`src/verilog/i3c_target_pkg.sv`:
```
// Shared constants and types for the I3C standby target, imported by every RTL block
package i3c_target_pkg;

  // Addressing
  localparam int unsigned ADDR_W = 7;
  localparam logic [ADDR_W-1:0] BROADCAST_ADDR = 7'h7E;

  // Broadcast CCC codes handled by the target
  localparam logic [7:0] CCC_ENEC   = 8'h00;
  localparam logic [7:0] CCC_DISEC  = 8'h01;
  localparam logic [7:0] CCC_RSTDAA = 8'h06;
  localparam logic [7:0] CCC_RSTACT = 8'h2A;

  // Event enables: bit 0 interrupt, bit 1 controller role, bit 2 hot-join
  localparam int unsigned EVT_W = 3;

  // RSTACT defining byte values
  localparam logic [7:0] RST_ACT_PERIPH = 8'h01;
  localparam logic [7:0] RST_ACT_ESCAL  = 8'h02;

  // Requester that currently drives the bit engine
  typedef enum logic {
    OWNER_FSM,
    OWNER_CCC
  } owner_e;

  // First byte after START is a header, later bytes are raw codes or data
  typedef union packed {
    struct packed {
      logic [ADDR_W-1:0] addr;
      logic              rnw;
    } hdr;
    logic [7:0] raw;
  } rx_byte_u;

endpackage

```
`src/verilog/bus_bit_engine.sv`:
```
// Bit-level SDR receiver and ACK driver, shared by the target FSM and CCC handler via the arbiter
`timescale 1ns/1ps

module bus_bit_engine (
  input  logic                    clk_i,
  input  logic                    rst_ni,
  input  logic                    start_det_i,
  input  logic                    stop_det_i,
  input  logic                    scl_posedge_i,
  input  logic                    scl_negedge_i,
  input  logic                    sda_i,
  input  logic                    rx_req_byte_i,
  input  logic                    rx_req_frame_i,
  input  logic                    ack_req_i,
  output logic                    rx_done_o,
  output i3c_target_pkg::rx_byte_u rx_data_o,
  output logic                    rx_parity_ok_o,
  output logic                    parity_err_o,
  output logic                    ack_done_o,
  output logic                    sda_o
);

  logic       busy_q;
  logic       is_frame_q;
  logic [3:0] bit_cnt_q;
  logic [3:0] last_bit;
  logic [8:0] shift_q;
  logic       ack_armed_q;
  logic       parity_good;
  logic       bus_abort;
  logic       rx_req;

  assign bus_abort = start_det_i | stop_det_i;
  assign rx_req    = rx_req_byte_i | rx_req_frame_i;

  // Frames carry a ninth T bit
  assign last_bit = is_frame_q ? 4'd8 : 4'd7;

  always_ff @(posedge clk_i or negedge rst_ni) begin
    if (!rst_ni) begin
      busy_q      <= 1'b0;
      is_frame_q  <= 1'b0;
      bit_cnt_q   <= '0;
      rx_done_o   <= 1'b0;
      ack_armed_q <= 1'b0;
      ack_done_o  <= 1'b0;
      sda_o       <= 1'b1;
    end else begin
      rx_done_o  <= 1'b0;
      ack_done_o <= 1'b0;
      if (bus_abort) begin
        busy_q      <= 1'b0;
        ack_armed_q <= 1'b0;
        sda_o       <= 1'b1;
      end else begin
        if (rx_req) begin
          busy_q     <= 1'b1;
          is_frame_q <= rx_req_frame_i;
          bit_cnt_q  <= '0;
        end else if (busy_q && scl_posedge_i) begin
          bit_cnt_q <= bit_cnt_q + 4'd1;
          if (bit_cnt_q == last_bit) begin
            busy_q    <= 1'b0;
            rx_done_o <= 1'b1;
          end
        end
        // ACK holds SDA low for one full SCL low-to-low period
        if (ack_req_i) begin
          ack_armed_q <= 1'b1;
        end else if (scl_negedge_i) begin
          if (ack_armed_q) begin
            ack_armed_q <= 1'b0;
            sda_o       <= 1'b0;
          end else if (!sda_o) begin
            sda_o      <= 1'b1;
            ack_done_o <= 1'b1;
          end
        end
      end
    end
  end

  // MSB first shifter
  always_ff @(posedge clk_i) begin
    if (rx_req) begin
      shift_q <= '0;
    end else if (busy_q && scl_posedge_i) begin
      shift_q <= {shift_q[7:0], sda_i};
    end
  end

  // Odd parity over data plus T bit
  assign parity_good = (shift_q[0] == ~^shift_q[8:1]);

  assign rx_data_o      = is_frame_q ? shift_q[8:1] : shift_q[7:0];
  assign rx_parity_ok_o = ~is_frame_q | parity_good;
  assign parity_err_o   = rx_done_o & is_frame_q & ~parity_good;

endmodule

```
`src/verilog/bus_arbiter.sv`:
```
// Ownership tracking and request/result routing between the two requesters and the bit engine
`timescale 1ns/1ps

module bus_arbiter (
  input  logic                     clk_i,
  input  logic                     rst_ni,
  input  logic                     ccc_valid_i,
  input  logic                     ccc_done_i,
  input  logic                     fsm_rx_req_byte_i,
  input  logic                     fsm_rx_req_frame_i,
  input  logic                     fsm_ack_req_i,
  input  logic                     ccc_rx_req_byte_i,
  input  logic                     ccc_rx_req_frame_i,
  input  logic                     eng_rx_done_i,
  input  i3c_target_pkg::rx_byte_u eng_rx_data_i,
  input  logic                     eng_rx_parity_ok_i,
  input  logic                     eng_ack_done_i,
  output logic                     eng_rx_req_byte_o,
  output logic                     eng_rx_req_frame_o,
  output logic                     eng_ack_req_o,
  output logic                     fsm_rx_done_o,
  output i3c_target_pkg::rx_byte_u fsm_rx_data_o,
  output logic                     fsm_rx_parity_ok_o,
  output logic                     fsm_ack_done_o,
  output logic                     ccc_rx_done_o,
  output i3c_target_pkg::rx_byte_u ccc_rx_data_o,
  output logic                     ccc_rx_parity_ok_o
);
  import i3c_target_pkg::*;

  owner_e owner_q;

  always_ff @(posedge clk_i or negedge rst_ni) begin
    if (!rst_ni) begin
      owner_q <= OWNER_FSM;
    end else if (owner_q == OWNER_FSM && ccc_valid_i) begin
      owner_q <= OWNER_CCC;
    end else if (owner_q == OWNER_CCC && ccc_done_i) begin
      owner_q <= OWNER_FSM;
    end
  end

  // Non-owner sees all results low
  always_comb begin
    eng_rx_req_byte_o  = 1'b0;
    eng_rx_req_frame_o = 1'b0;
    eng_ack_req_o      = 1'b0;
    fsm_rx_done_o      = 1'b0;
    fsm_rx_data_o      = '0;
    fsm_rx_parity_ok_o = 1'b0;
    fsm_ack_done_o     = 1'b0;
    ccc_rx_done_o      = 1'b0;
    ccc_rx_data_o      = '0;
    ccc_rx_parity_ok_o = 1'b0;
    unique case (owner_q)
      OWNER_FSM: begin
        eng_rx_req_byte_o  = fsm_rx_req_byte_i;
        eng_rx_req_frame_o = fsm_rx_req_frame_i;
        eng_ack_req_o      = fsm_ack_req_i;
        fsm_rx_done_o      = eng_rx_done_i;
        fsm_rx_data_o      = eng_rx_data_i;
        fsm_rx_parity_ok_o = eng_rx_parity_ok_i;
        fsm_ack_done_o     = eng_ack_done_i;
      end
      OWNER_CCC: begin
        eng_rx_req_byte_o  = ccc_rx_req_byte_i;
        eng_rx_req_frame_o = ccc_rx_req_frame_i;
        ccc_rx_done_o      = eng_rx_done_i;
        ccc_rx_data_o      = eng_rx_data_i;
        ccc_rx_parity_ok_o = eng_rx_parity_ok_i;
      end
      default: ;
    endcase
  end

endmodule

```
`src/verilog/target_fsm.sv`:
```
// Target transfer FSM: header decode and ACK, CCC hand-off and private-write data push
`timescale 1ns/1ps

module target_fsm (
  input  logic                                clk_i,
  input  logic                                rst_ni,
  input  logic                                target_en_i,
  input  logic                                start_det_i,
  input  logic                                stop_det_i,
  input  logic [i3c_target_pkg::ADDR_W-1:0]   dyn_addr_i,
  input  logic                                dyn_addr_valid_i,
  input  logic                                rx_done_i,
  input  i3c_target_pkg::rx_byte_u            rx_data_i,
  input  logic                                rx_parity_ok_i,
  input  logic                                ack_done_i,
  output logic                                rx_req_byte_o,
  output logic                                rx_req_frame_o,
  output logic                                ack_req_o,
  output logic                                ccc_valid_o,
  output logic [7:0]                          ccc_code_o,
  output logic                                rx_queue_wvalid_o,
  output logic [7:0]                          rx_queue_wdata_o
);
  import i3c_target_pkg::*;

  typedef enum logic [2:0] {
    ST_IDLE,
    ST_HDR,
    ST_ACK,
    ST_CCC,
    ST_DATA,
    ST_WAIT
  } state_e;

  state_e state_q;
  logic   bcast_q;
  logic   is_bcast;
  logic   is_own;
  logic   hdr_match;
  logic   frame_ok;

  assign is_bcast  = (rx_data_i.hdr.addr == BROADCAST_ADDR);
  assign is_own    = dyn_addr_valid_i && (rx_data_i.hdr.addr == dyn_addr_i);
  // Reads are not supported, so only write headers are ACKed
  assign hdr_match = !rx_data_i.hdr.rnw && (is_bcast || is_own);
  assign frame_ok  = rx_done_i && rx_parity_ok_i;

  always_ff @(posedge clk_i or negedge rst_ni) begin
    if (!rst_ni) begin
      state_q           <= ST_IDLE;
      bcast_q           <= 1'b0;
      rx_req_byte_o     <= 1'b0;
      rx_req_frame_o    <= 1'b0;
      ack_req_o         <= 1'b0;
      ccc_valid_o       <= 1'b0;
      rx_queue_wvalid_o <= 1'b0;
    end else begin
      rx_req_byte_o     <= 1'b0;
      rx_req_frame_o    <= 1'b0;
      ack_req_o         <= 1'b0;
      ccc_valid_o       <= 1'b0;
      rx_queue_wvalid_o <= 1'b0;
      if (start_det_i) begin
        if (target_en_i) begin
          state_q       <= ST_HDR;
          rx_req_byte_o <= 1'b1;
        end else begin
          state_q <= ST_IDLE;
        end
      end else if (stop_det_i) begin
        state_q <= ST_IDLE;
      end else begin
        unique case (state_q)
          ST_HDR: begin
            if (rx_done_i) begin
              if (hdr_match) begin
                state_q   <= ST_ACK;
                ack_req_o <= 1'b1;
                bcast_q   <= is_bcast;
              end else begin
                state_q <= ST_WAIT;
              end
            end
          end
          ST_ACK: begin
            if (ack_done_i) begin
              state_q        <= bcast_q ? ST_CCC : ST_DATA;
              rx_req_frame_o <= 1'b1;
            end
          end
          // CCC handler takes over the bus until STOP or repeated START
          ST_CCC: begin
            if (rx_done_i) begin
              state_q     <= ST_WAIT;
              ccc_valid_o <= rx_parity_ok_i;
            end
          end
          ST_DATA: begin
            if (rx_done_i) begin
              rx_req_frame_o    <= 1'b1;
              rx_queue_wvalid_o <= rx_parity_ok_i;
            end
          end
          default: ;
        endcase
      end
    end
  end

  always_ff @(posedge clk_i) begin
    if (frame_ok && state_q == ST_CCC) begin
      ccc_code_o <= rx_data_i.raw;
    end
    if (frame_ok && state_q == ST_DATA) begin
      rx_queue_wdata_o <= rx_data_i.raw;
    end
  end

endmodule

```
`src/verilog/ccc_handler.sv`:
```
// Broadcast CCC handler for ENEC, DISEC, RSTDAA and RSTACT with the reset-action outputs
`timescale 1ns/1ps

module ccc_handler (
  input  logic                             clk_i,
  input  logic                             rst_ni,
  input  logic                             start_det_i,
  input  logic                             stop_det_i,
  input  logic                             ccc_valid_i,
  input  logic [7:0]                       ccc_code_i,
  input  logic                             rx_done_i,
  input  i3c_target_pkg::rx_byte_u         rx_data_i,
  input  logic                             rx_parity_ok_i,
  input  logic                             peripheral_reset_done_i,
  output logic                             rx_req_frame_o,
  output logic                             ccc_done_o,
  output logic [i3c_target_pkg::EVT_W-1:0] events_en_o,
  output logic                             rstdaa_o,
  output logic [7:0]                       rst_action_o,
  output logic                             rst_action_valid_o,
  output logic                             peripheral_reset_o,
  output logic                             escalated_reset_o
);
  import i3c_target_pkg::*;

  logic       busy_q;
  logic [7:0] code_q;
  logic       frame_ok;

  assign frame_ok = busy_q && rx_done_i && rx_parity_ok_i;

  // Bus returns to the FSM in time for the header after a repeated START
  assign ccc_done_o = busy_q & (start_det_i | stop_det_i);

  // RSTDAA has no defining byte
  assign rstdaa_o = ccc_valid_i & (ccc_code_i == CCC_RSTDAA);

  always_ff @(posedge clk_i) begin
    if (ccc_valid_i) begin
      code_q <= ccc_code_i;
    end
  end

  always_ff @(posedge clk_i or negedge rst_ni) begin
    if (!rst_ni) begin
      busy_q         <= 1'b0;
      rx_req_frame_o <= 1'b0;
    end else begin
      rx_req_frame_o <= 1'b0;
      if (ccc_done_o) begin
        busy_q <= 1'b0;
      end else if (ccc_valid_i) begin
        busy_q         <= 1'b1;
        rx_req_frame_o <= 1'b1;
      end else if (busy_q && rx_done_i) begin
        rx_req_frame_o <= 1'b1;
      end
    end
  end

  // Defining bytes, unknown codes fall through
  always_ff @(posedge clk_i or negedge rst_ni) begin
    if (!rst_ni) begin
      events_en_o        <= '0;
      rst_action_o       <= '0;
      rst_action_valid_o <= 1'b0;
    end else begin
      rst_action_valid_o <= 1'b0;
      if (frame_ok) begin
        unique case (code_q)
          CCC_ENEC:   events_en_o <= events_en_o | rx_data_i.raw[EVT_W-1:0];
          CCC_DISEC:  events_en_o <= events_en_o & ~rx_data_i.raw[EVT_W-1:0];
          CCC_RSTACT: begin
            rst_action_o       <= rx_data_i.raw;
            rst_action_valid_o <= 1'b1;
          end
          default: ;
        endcase
      end
    end
  end

  // Peripheral reset waits for acknowledge, escalated reset is sticky
  always_ff @(posedge clk_i or negedge rst_ni) begin
    if (!rst_ni) begin
      peripheral_reset_o <= 1'b0;
      escalated_reset_o  <= 1'b0;
    end else begin
      if (rst_action_valid_o && rst_action_o == RST_ACT_PERIPH) begin
        peripheral_reset_o <= 1'b1;
      end
      if (peripheral_reset_done_i) begin
        peripheral_reset_o <= 1'b0;
      end
      if (rst_action_valid_o && rst_action_o == RST_ACT_ESCAL) begin
        escalated_reset_o <= 1'b1;
      end
    end
  end

endmodule

```
`src/verilog/i3c_target_top.sv`:
```
// Top level of the I3C standby target, connecting bit engine, arbiter, target FSM and CCC handler
`timescale 1ns/1ps

module i3c_target_top (
  input  logic                              clk_i,
  input  logic                              rst_ni,
  input  logic                              target_en_i,
  input  logic                              start_det_i,
  input  logic                              stop_det_i,
  input  logic                              scl_posedge_i,
  input  logic                              scl_negedge_i,
  input  logic                              sda_i,
  output logic                              sda_o,
  input  logic [i3c_target_pkg::ADDR_W-1:0] dyn_addr_i,
  input  logic                              dyn_addr_valid_i,
  output logic                              rx_queue_wvalid_o,
  output logic [7:0]                        rx_queue_wdata_o,
  output logic                              parity_err_o,
  output logic [i3c_target_pkg::EVT_W-1:0]  events_en_o,
  output logic                              rstdaa_o,
  output logic [7:0]                        rst_action_o,
  output logic                              rst_action_valid_o,
  output logic                              peripheral_reset_o,
  input  logic                              peripheral_reset_done_i,
  output logic                              escalated_reset_o
);
  import i3c_target_pkg::*;

  // Engine side
  logic     eng_rx_req_byte;
  logic     eng_rx_req_frame;
  logic     eng_ack_req;
  logic     eng_rx_done;
  rx_byte_u eng_rx_data;
  logic     eng_rx_parity_ok;
  logic     eng_ack_done;

  // Target FSM side
  logic     fsm_rx_req_byte;
  logic     fsm_rx_req_frame;
  logic     fsm_ack_req;
  logic     fsm_rx_done;
  rx_byte_u fsm_rx_data;
  logic     fsm_rx_parity_ok;
  logic     fsm_ack_done;

  // CCC handler side
  logic       ccc_rx_req_frame;
  logic       ccc_rx_done;
  rx_byte_u   ccc_rx_data;
  logic       ccc_rx_parity_ok;
  logic       ccc_valid;
  logic [7:0] ccc_code;
  logic       ccc_done;

  bus_bit_engine u_engine (
    .clk_i,
    .rst_ni,
    .start_det_i,
    .stop_det_i,
    .scl_posedge_i,
    .scl_negedge_i,
    .sda_i,
    .rx_req_byte_i  (eng_rx_req_byte),
    .rx_req_frame_i (eng_rx_req_frame),
    .ack_req_i      (eng_ack_req),
    .rx_done_o      (eng_rx_done),
    .rx_data_o      (eng_rx_data),
    .rx_parity_ok_o (eng_rx_parity_ok),
    .parity_err_o,
    .ack_done_o     (eng_ack_done),
    .sda_o
  );

  // CCC handler only ever receives frames
  bus_arbiter u_arbiter (
    .clk_i,
    .rst_ni,
    .ccc_valid_i        (ccc_valid),
    .ccc_done_i         (ccc_done),
    .fsm_rx_req_byte_i  (fsm_rx_req_byte),
    .fsm_rx_req_frame_i (fsm_rx_req_frame),
    .fsm_ack_req_i      (fsm_ack_req),
    .ccc_rx_req_byte_i  (1'b0),
    .ccc_rx_req_frame_i (ccc_rx_req_frame),
    .eng_rx_done_i      (eng_rx_done),
    .eng_rx_data_i      (eng_rx_data),
    .eng_rx_parity_ok_i (eng_rx_parity_ok),
    .eng_ack_done_i     (eng_ack_done),
    .eng_rx_req_byte_o  (eng_rx_req_byte),
    .eng_rx_req_frame_o (eng_rx_req_frame),
    .eng_ack_req_o      (eng_ack_req),
    .fsm_rx_done_o      (fsm_rx_done),
    .fsm_rx_data_o      (fsm_rx_data),
    .fsm_rx_parity_ok_o (fsm_rx_parity_ok),
    .fsm_ack_done_o     (fsm_ack_done),
    .ccc_rx_done_o      (ccc_rx_done),
    .ccc_rx_data_o      (ccc_rx_data),
    .ccc_rx_parity_ok_o (ccc_rx_parity_ok)
  );

  target_fsm u_target_fsm (
    .clk_i,
    .rst_ni,
    .target_en_i,
    .start_det_i,
    .stop_det_i,
    .dyn_addr_i,
    .dyn_addr_valid_i,
    .rx_done_i         (fsm_rx_done),
    .rx_data_i         (fsm_rx_data),
    .rx_parity_ok_i    (fsm_rx_parity_ok),
    .ack_done_i        (fsm_ack_done),
    .rx_req_byte_o     (fsm_rx_req_byte),
    .rx_req_frame_o    (fsm_rx_req_frame),
    .ack_req_o         (fsm_ack_req),
    .ccc_valid_o       (ccc_valid),
    .ccc_code_o        (ccc_code),
    .rx_queue_wvalid_o,
    .rx_queue_wdata_o
  );

  ccc_handler u_ccc_handler (
    .clk_i,
    .rst_ni,
    .start_det_i,
    .stop_det_i,
    .ccc_valid_i             (ccc_valid),
    .ccc_code_i              (ccc_code),
    .rx_done_i               (ccc_rx_done),
    .rx_data_i               (ccc_rx_data),
    .rx_parity_ok_i          (ccc_rx_parity_ok),
    .peripheral_reset_done_i,
    .rx_req_frame_o          (ccc_rx_req_frame),
    .ccc_done_o              (ccc_done),
    .events_en_o,
    .rstdaa_o,
    .rst_action_o,
    .rst_action_valid_o,
    .peripheral_reset_o,
    .escalated_reset_o
  );

endmodule

```
`config.mk`:
```
export PLATFORM = sky130hd
export DESIGN_NAME = i3c_target_top
export DESIGN_NICKNAME = d
export VERILOG_FILES = /design/src/verilog/i3c_target_pkg.sv /design/src/verilog/bus_bit_engine.sv /design/src/verilog/bus_arbiter.sv /design/src/verilog/target_fsm.sv /design/src/verilog/ccc_handler.sv /design/src/verilog/i3c_target_top.sv
export SDC_FILE = /design/constraint.sdc
export NUM_CORES = 1
export LEC_CHECK = 0
export ABC_AREA = 1
export BUFFER_PORTS_ARGS = -buffer_cell sky130_fd_sc_hd__buf_2
export CAP_MARGIN = 0
export CORE_MARGIN = 3
export CORE_UTILIZATION = 58
export DETAILED_ROUTE_END_ITERATION = 16
export PLACE_DENSITY_LB_ADDON = 0.2
export SETUP_SLACK_MARGIN = 0.4
export SLEW_MARGIN = 20
export SYNTH_ARGS = -nofsm -noshare
export SYNTH_HDL_FRONTEND = slang
export SYNTH_HIERARCHICAL = 1
export SYNTH_SLANG_ARGS = --single-unit
```
`constraint.sdc`:
```
create_clock -name clk_i -period 3.1 [get_ports clk_i]
set_clock_uncertainty 0.05 [all_clocks]
set_input_delay 0.775 -clock clk_i [delete_from_list [all_inputs] [get_ports clk_i]]
set_output_delay 0.775 -clock clk_i [all_outputs]
set_load 0.05 [all_outputs]
```
==> flow_summary.ini <==
[clock_tree]
cts_tree = yes
cts_buffer_depth = 2
post_cts_resized = 0
cts_root_buf = clkbuf_8
cts-htree-levels = 3
cts_hold_buf = 0
numCtsBuffers = 9
clk_pin_slew_ps = 80
post_cts_buffers = 0
clock-sinks = 69
clock_latency_ps = 350

[logic_synthesis]
synth_area_leaders = dfrtp_1 25%, edfxtp_1 21%, nand2_1 15%
synth_top_area_cell = dfrtp_1
synthCells = 442
ys_types = 37
yosys_warnings = 6
seq_area_frac_synth = 0.516
synth.avg_cell_area_um2 = 7.91
synth_edf_count = 24
synth_area_um2 = 3490
synth_most_common_cell = nand2_1
synth_ff_type = dfrtp_1
ys_seq_elements = 69
synthesis.nets = 460
ys_top_cells_by_count = 140 x nand2_1, 75 x inv_1, 35 x dfrtp_1, 35 x nor2_1, 24 x edfxtp_1
yosysTopAreaCellShare = 0.251
async_reset_ff_frac = 0.522

[timing]
tns_ps = 0
finalCriticalPeriod_ps = 2500
hold_viol_final = 0
setup_violations = 0
fmax_mhz = 400
period_share = 0.806
slew_viol_final = 0
rsz0062_at_grt = false
fin_ws_ps = 600
tightest_slew_ps = 811
slew_headroom = 0.459

[setup_path]
cp_slowest_cell = dfxtp_1
startpoint = u_engine/shift_q[1]$_SDFFE_PN0P_
r2r_end = u_target_fsm/bcast_q$_DFFE_PN0P_
critPathLaunchType = flip-flop
r2r_slack_ps = 780
regToRegStartpoint = u_engine/is_frame_q$_DFFE_PN0P_
crit_path_max_incr_delay_ps = 410
crit_family = simple AND/OR/NAND/NOR gates
timing.critical_path.buf_inv = 1
worstPathCellList = nand2_1 -> nand2_1 -> nand2_1 -> nand2_1 -> nand2_1 -> nand3_2 -> nand2_2 -> nor2_2 -> buf_2
path_max_fanout = 5
crit_type = reg2out
crit_path_end_kind = output pin
crit_required_ps = 2270
worst-path-stages = 9
cp.arrival_ps = 1670
reg2reg_depth = 11
cpMostUsedCell = nand2_1

[floorplanning]
row_count = 27
coreArea_um2 = 5680
die_height_um = 83.6
die-area_um2 = 6990
start_util = 0.616
die_width_um = 83.6
num_io_pins = 43

[cells_and_area]
nFillCells = 444
syn_to_final_growth_pct = 14.8
fin_nets = 508
layout-drive-gt1-share = 0.190
antenna_cells = 0

[drt]
met1_length_um = 2990
wire_per_inst_um = 12.8
via_per_inst = 5.07
finalWirelength_um = 7250
wl_met2_um = 3710
drt-pass1-iter-count = 4
vias = 2874
met3WireLength_um = 356
routed.top_layer = met4
drcViolationCount = 0
antenna_left = 0
drtIter0Drc = 120

[grt]
grt_first_pass_wirelength_um = 12600
first_global_vias = 2855
grt_antenna_before_repair = 0
overflow = 0
grt_start_max_net_pins = 37
grt_usage = 0.226

[job]
max-cap-violations = 0

[worst_hold_path]
min_path_type = reg2reg
hp-start = u_ccc_handler/escalated_reset_o$_DFFE_PN0P_
whs_path_depth = 2
min_to = u_ccc_handler/escalated_reset_o$_DFFE_PN0P_

[place]
dp_hpwl_um = 5280
gp_congestion = 0.957
io_buffers = 42
pre_cts_slack_ps = 796

[power_and_ir_drop]
p_leak_nw = 2.13
vdd_drop_max_mv = 0.337
power.density_cell_area_nw_per_um2 = 524

[status]
outcome = finished clean
## routing by layer
metal | vias up | GRT usage
li1 | 1470 | -
met3 | 17 | 0.0523
met4 | 0 | 0.115
met1 | 1322 | 0.263
met2 | 65 | 0.386
met5 | - | 0
## logic make-up (layout without fill, tap and decap cells)
family	count (synthesis)	count (layout)	synth area share
and+or+nand+nor	235	235	0.304
buffers and inverters	93	146	0.108
DFF	69	69	0.516
AOI/OAI and AO/OA	42	42	0.0648
adders and majority gates	1	1	0.00358
other	1	1	0.00107
xor gates and xnor gates	1	1	0.00251
## power breakdown
part / switching, mW / leakage (nW) / internal, mW
sequential: 0.0313 / 0.786 / 0.968
clock: 0.355 / 0.116 / 0.538
combinational: 0.138 / 1.22 / 0.0709
## through the flow
stage | area, µm² | utilization | power (mW) | hold WS (ps) | std cells
after CTS | 4010 | 0.707 | 2.12 | 412 | 567
after global placement | 3770 | 0.664 | 1.22 | 382 | 551
after global routing | 4010 | 0.707 | 2.19 | 433 | 567
after detailed placement | 3770 | 0.664 | 1.23 | 390 | 551
final | 4010 | 0.707 | 2.10 | 408 | 567
after floorplan | 3500 | - | 1.17 | 376 | 442
## registers in the layout, indices dropped and copies added (netlist names), 3 cells and up, named ones only
register / flops
u_target_fsm/ccc_code_o: 8
u_engine/bit_cnt_q: 4
u_engine/shift_q: 9
u_ccc_handler/code_q: 8
u_target_fsm/rx_queue_wdata_o: 8
u_target_fsm/state_q: 3
u_ccc_handler/rst_action_o: 8
## cell usage in the layout (no fill, tap or decap), types with 4 or more instances in the layout
cell type,instances
nand2_1,140
inv_1,75
buf_2,42
nor2_1,35
dfrtp_1,35
edfxtp_1,24
nand3_1,22
o21ai_1,18
a21oi_1,14
inv_2,10
clkbuf_8,9
dfxtp_1,9
nand4_1,6
nor2_2,6
nor3_1,6
nand3_2,4
o21ai_0,4
## worst min-delay path: cells and delay by family, from the launching register on
family,cells,cell delay (ps)
AND/OR/NAND/NOR,1,50
flip-flops,1,340
buffers and inverters,1,40
## area by class of cell
cell class,instances,area [µm²],area share
Inverter,85,319,0.0795
Multi-Input combinational cell,280,1320,0.329
Clock inverter,7,123,0.0306
Timing Repair Buffer,45,233,0.0580
Clock buffer,9,124,0.0309
Sequential cell,69,1800,0.449
Tap cell,72,90.1,0.0225
## worst max-delay path by stage
stage,endpoint,slack [ps]
after global placement,u_target_fsm/rx_queue_wdata_o[7]$_DFFE_PP_,880
final,parity_err_o,600
after floorplan,rstdaa_o,720
after detailed placement,u_target_fsm/bcast_q$_DFFE_PN0P_,800
after CTS,rstdaa_o,570
after global routing,u_target_fsm/bcast_q$_DFFE_PN0P_,430
No activity file was read; power rests on OpenSTA's default activity.
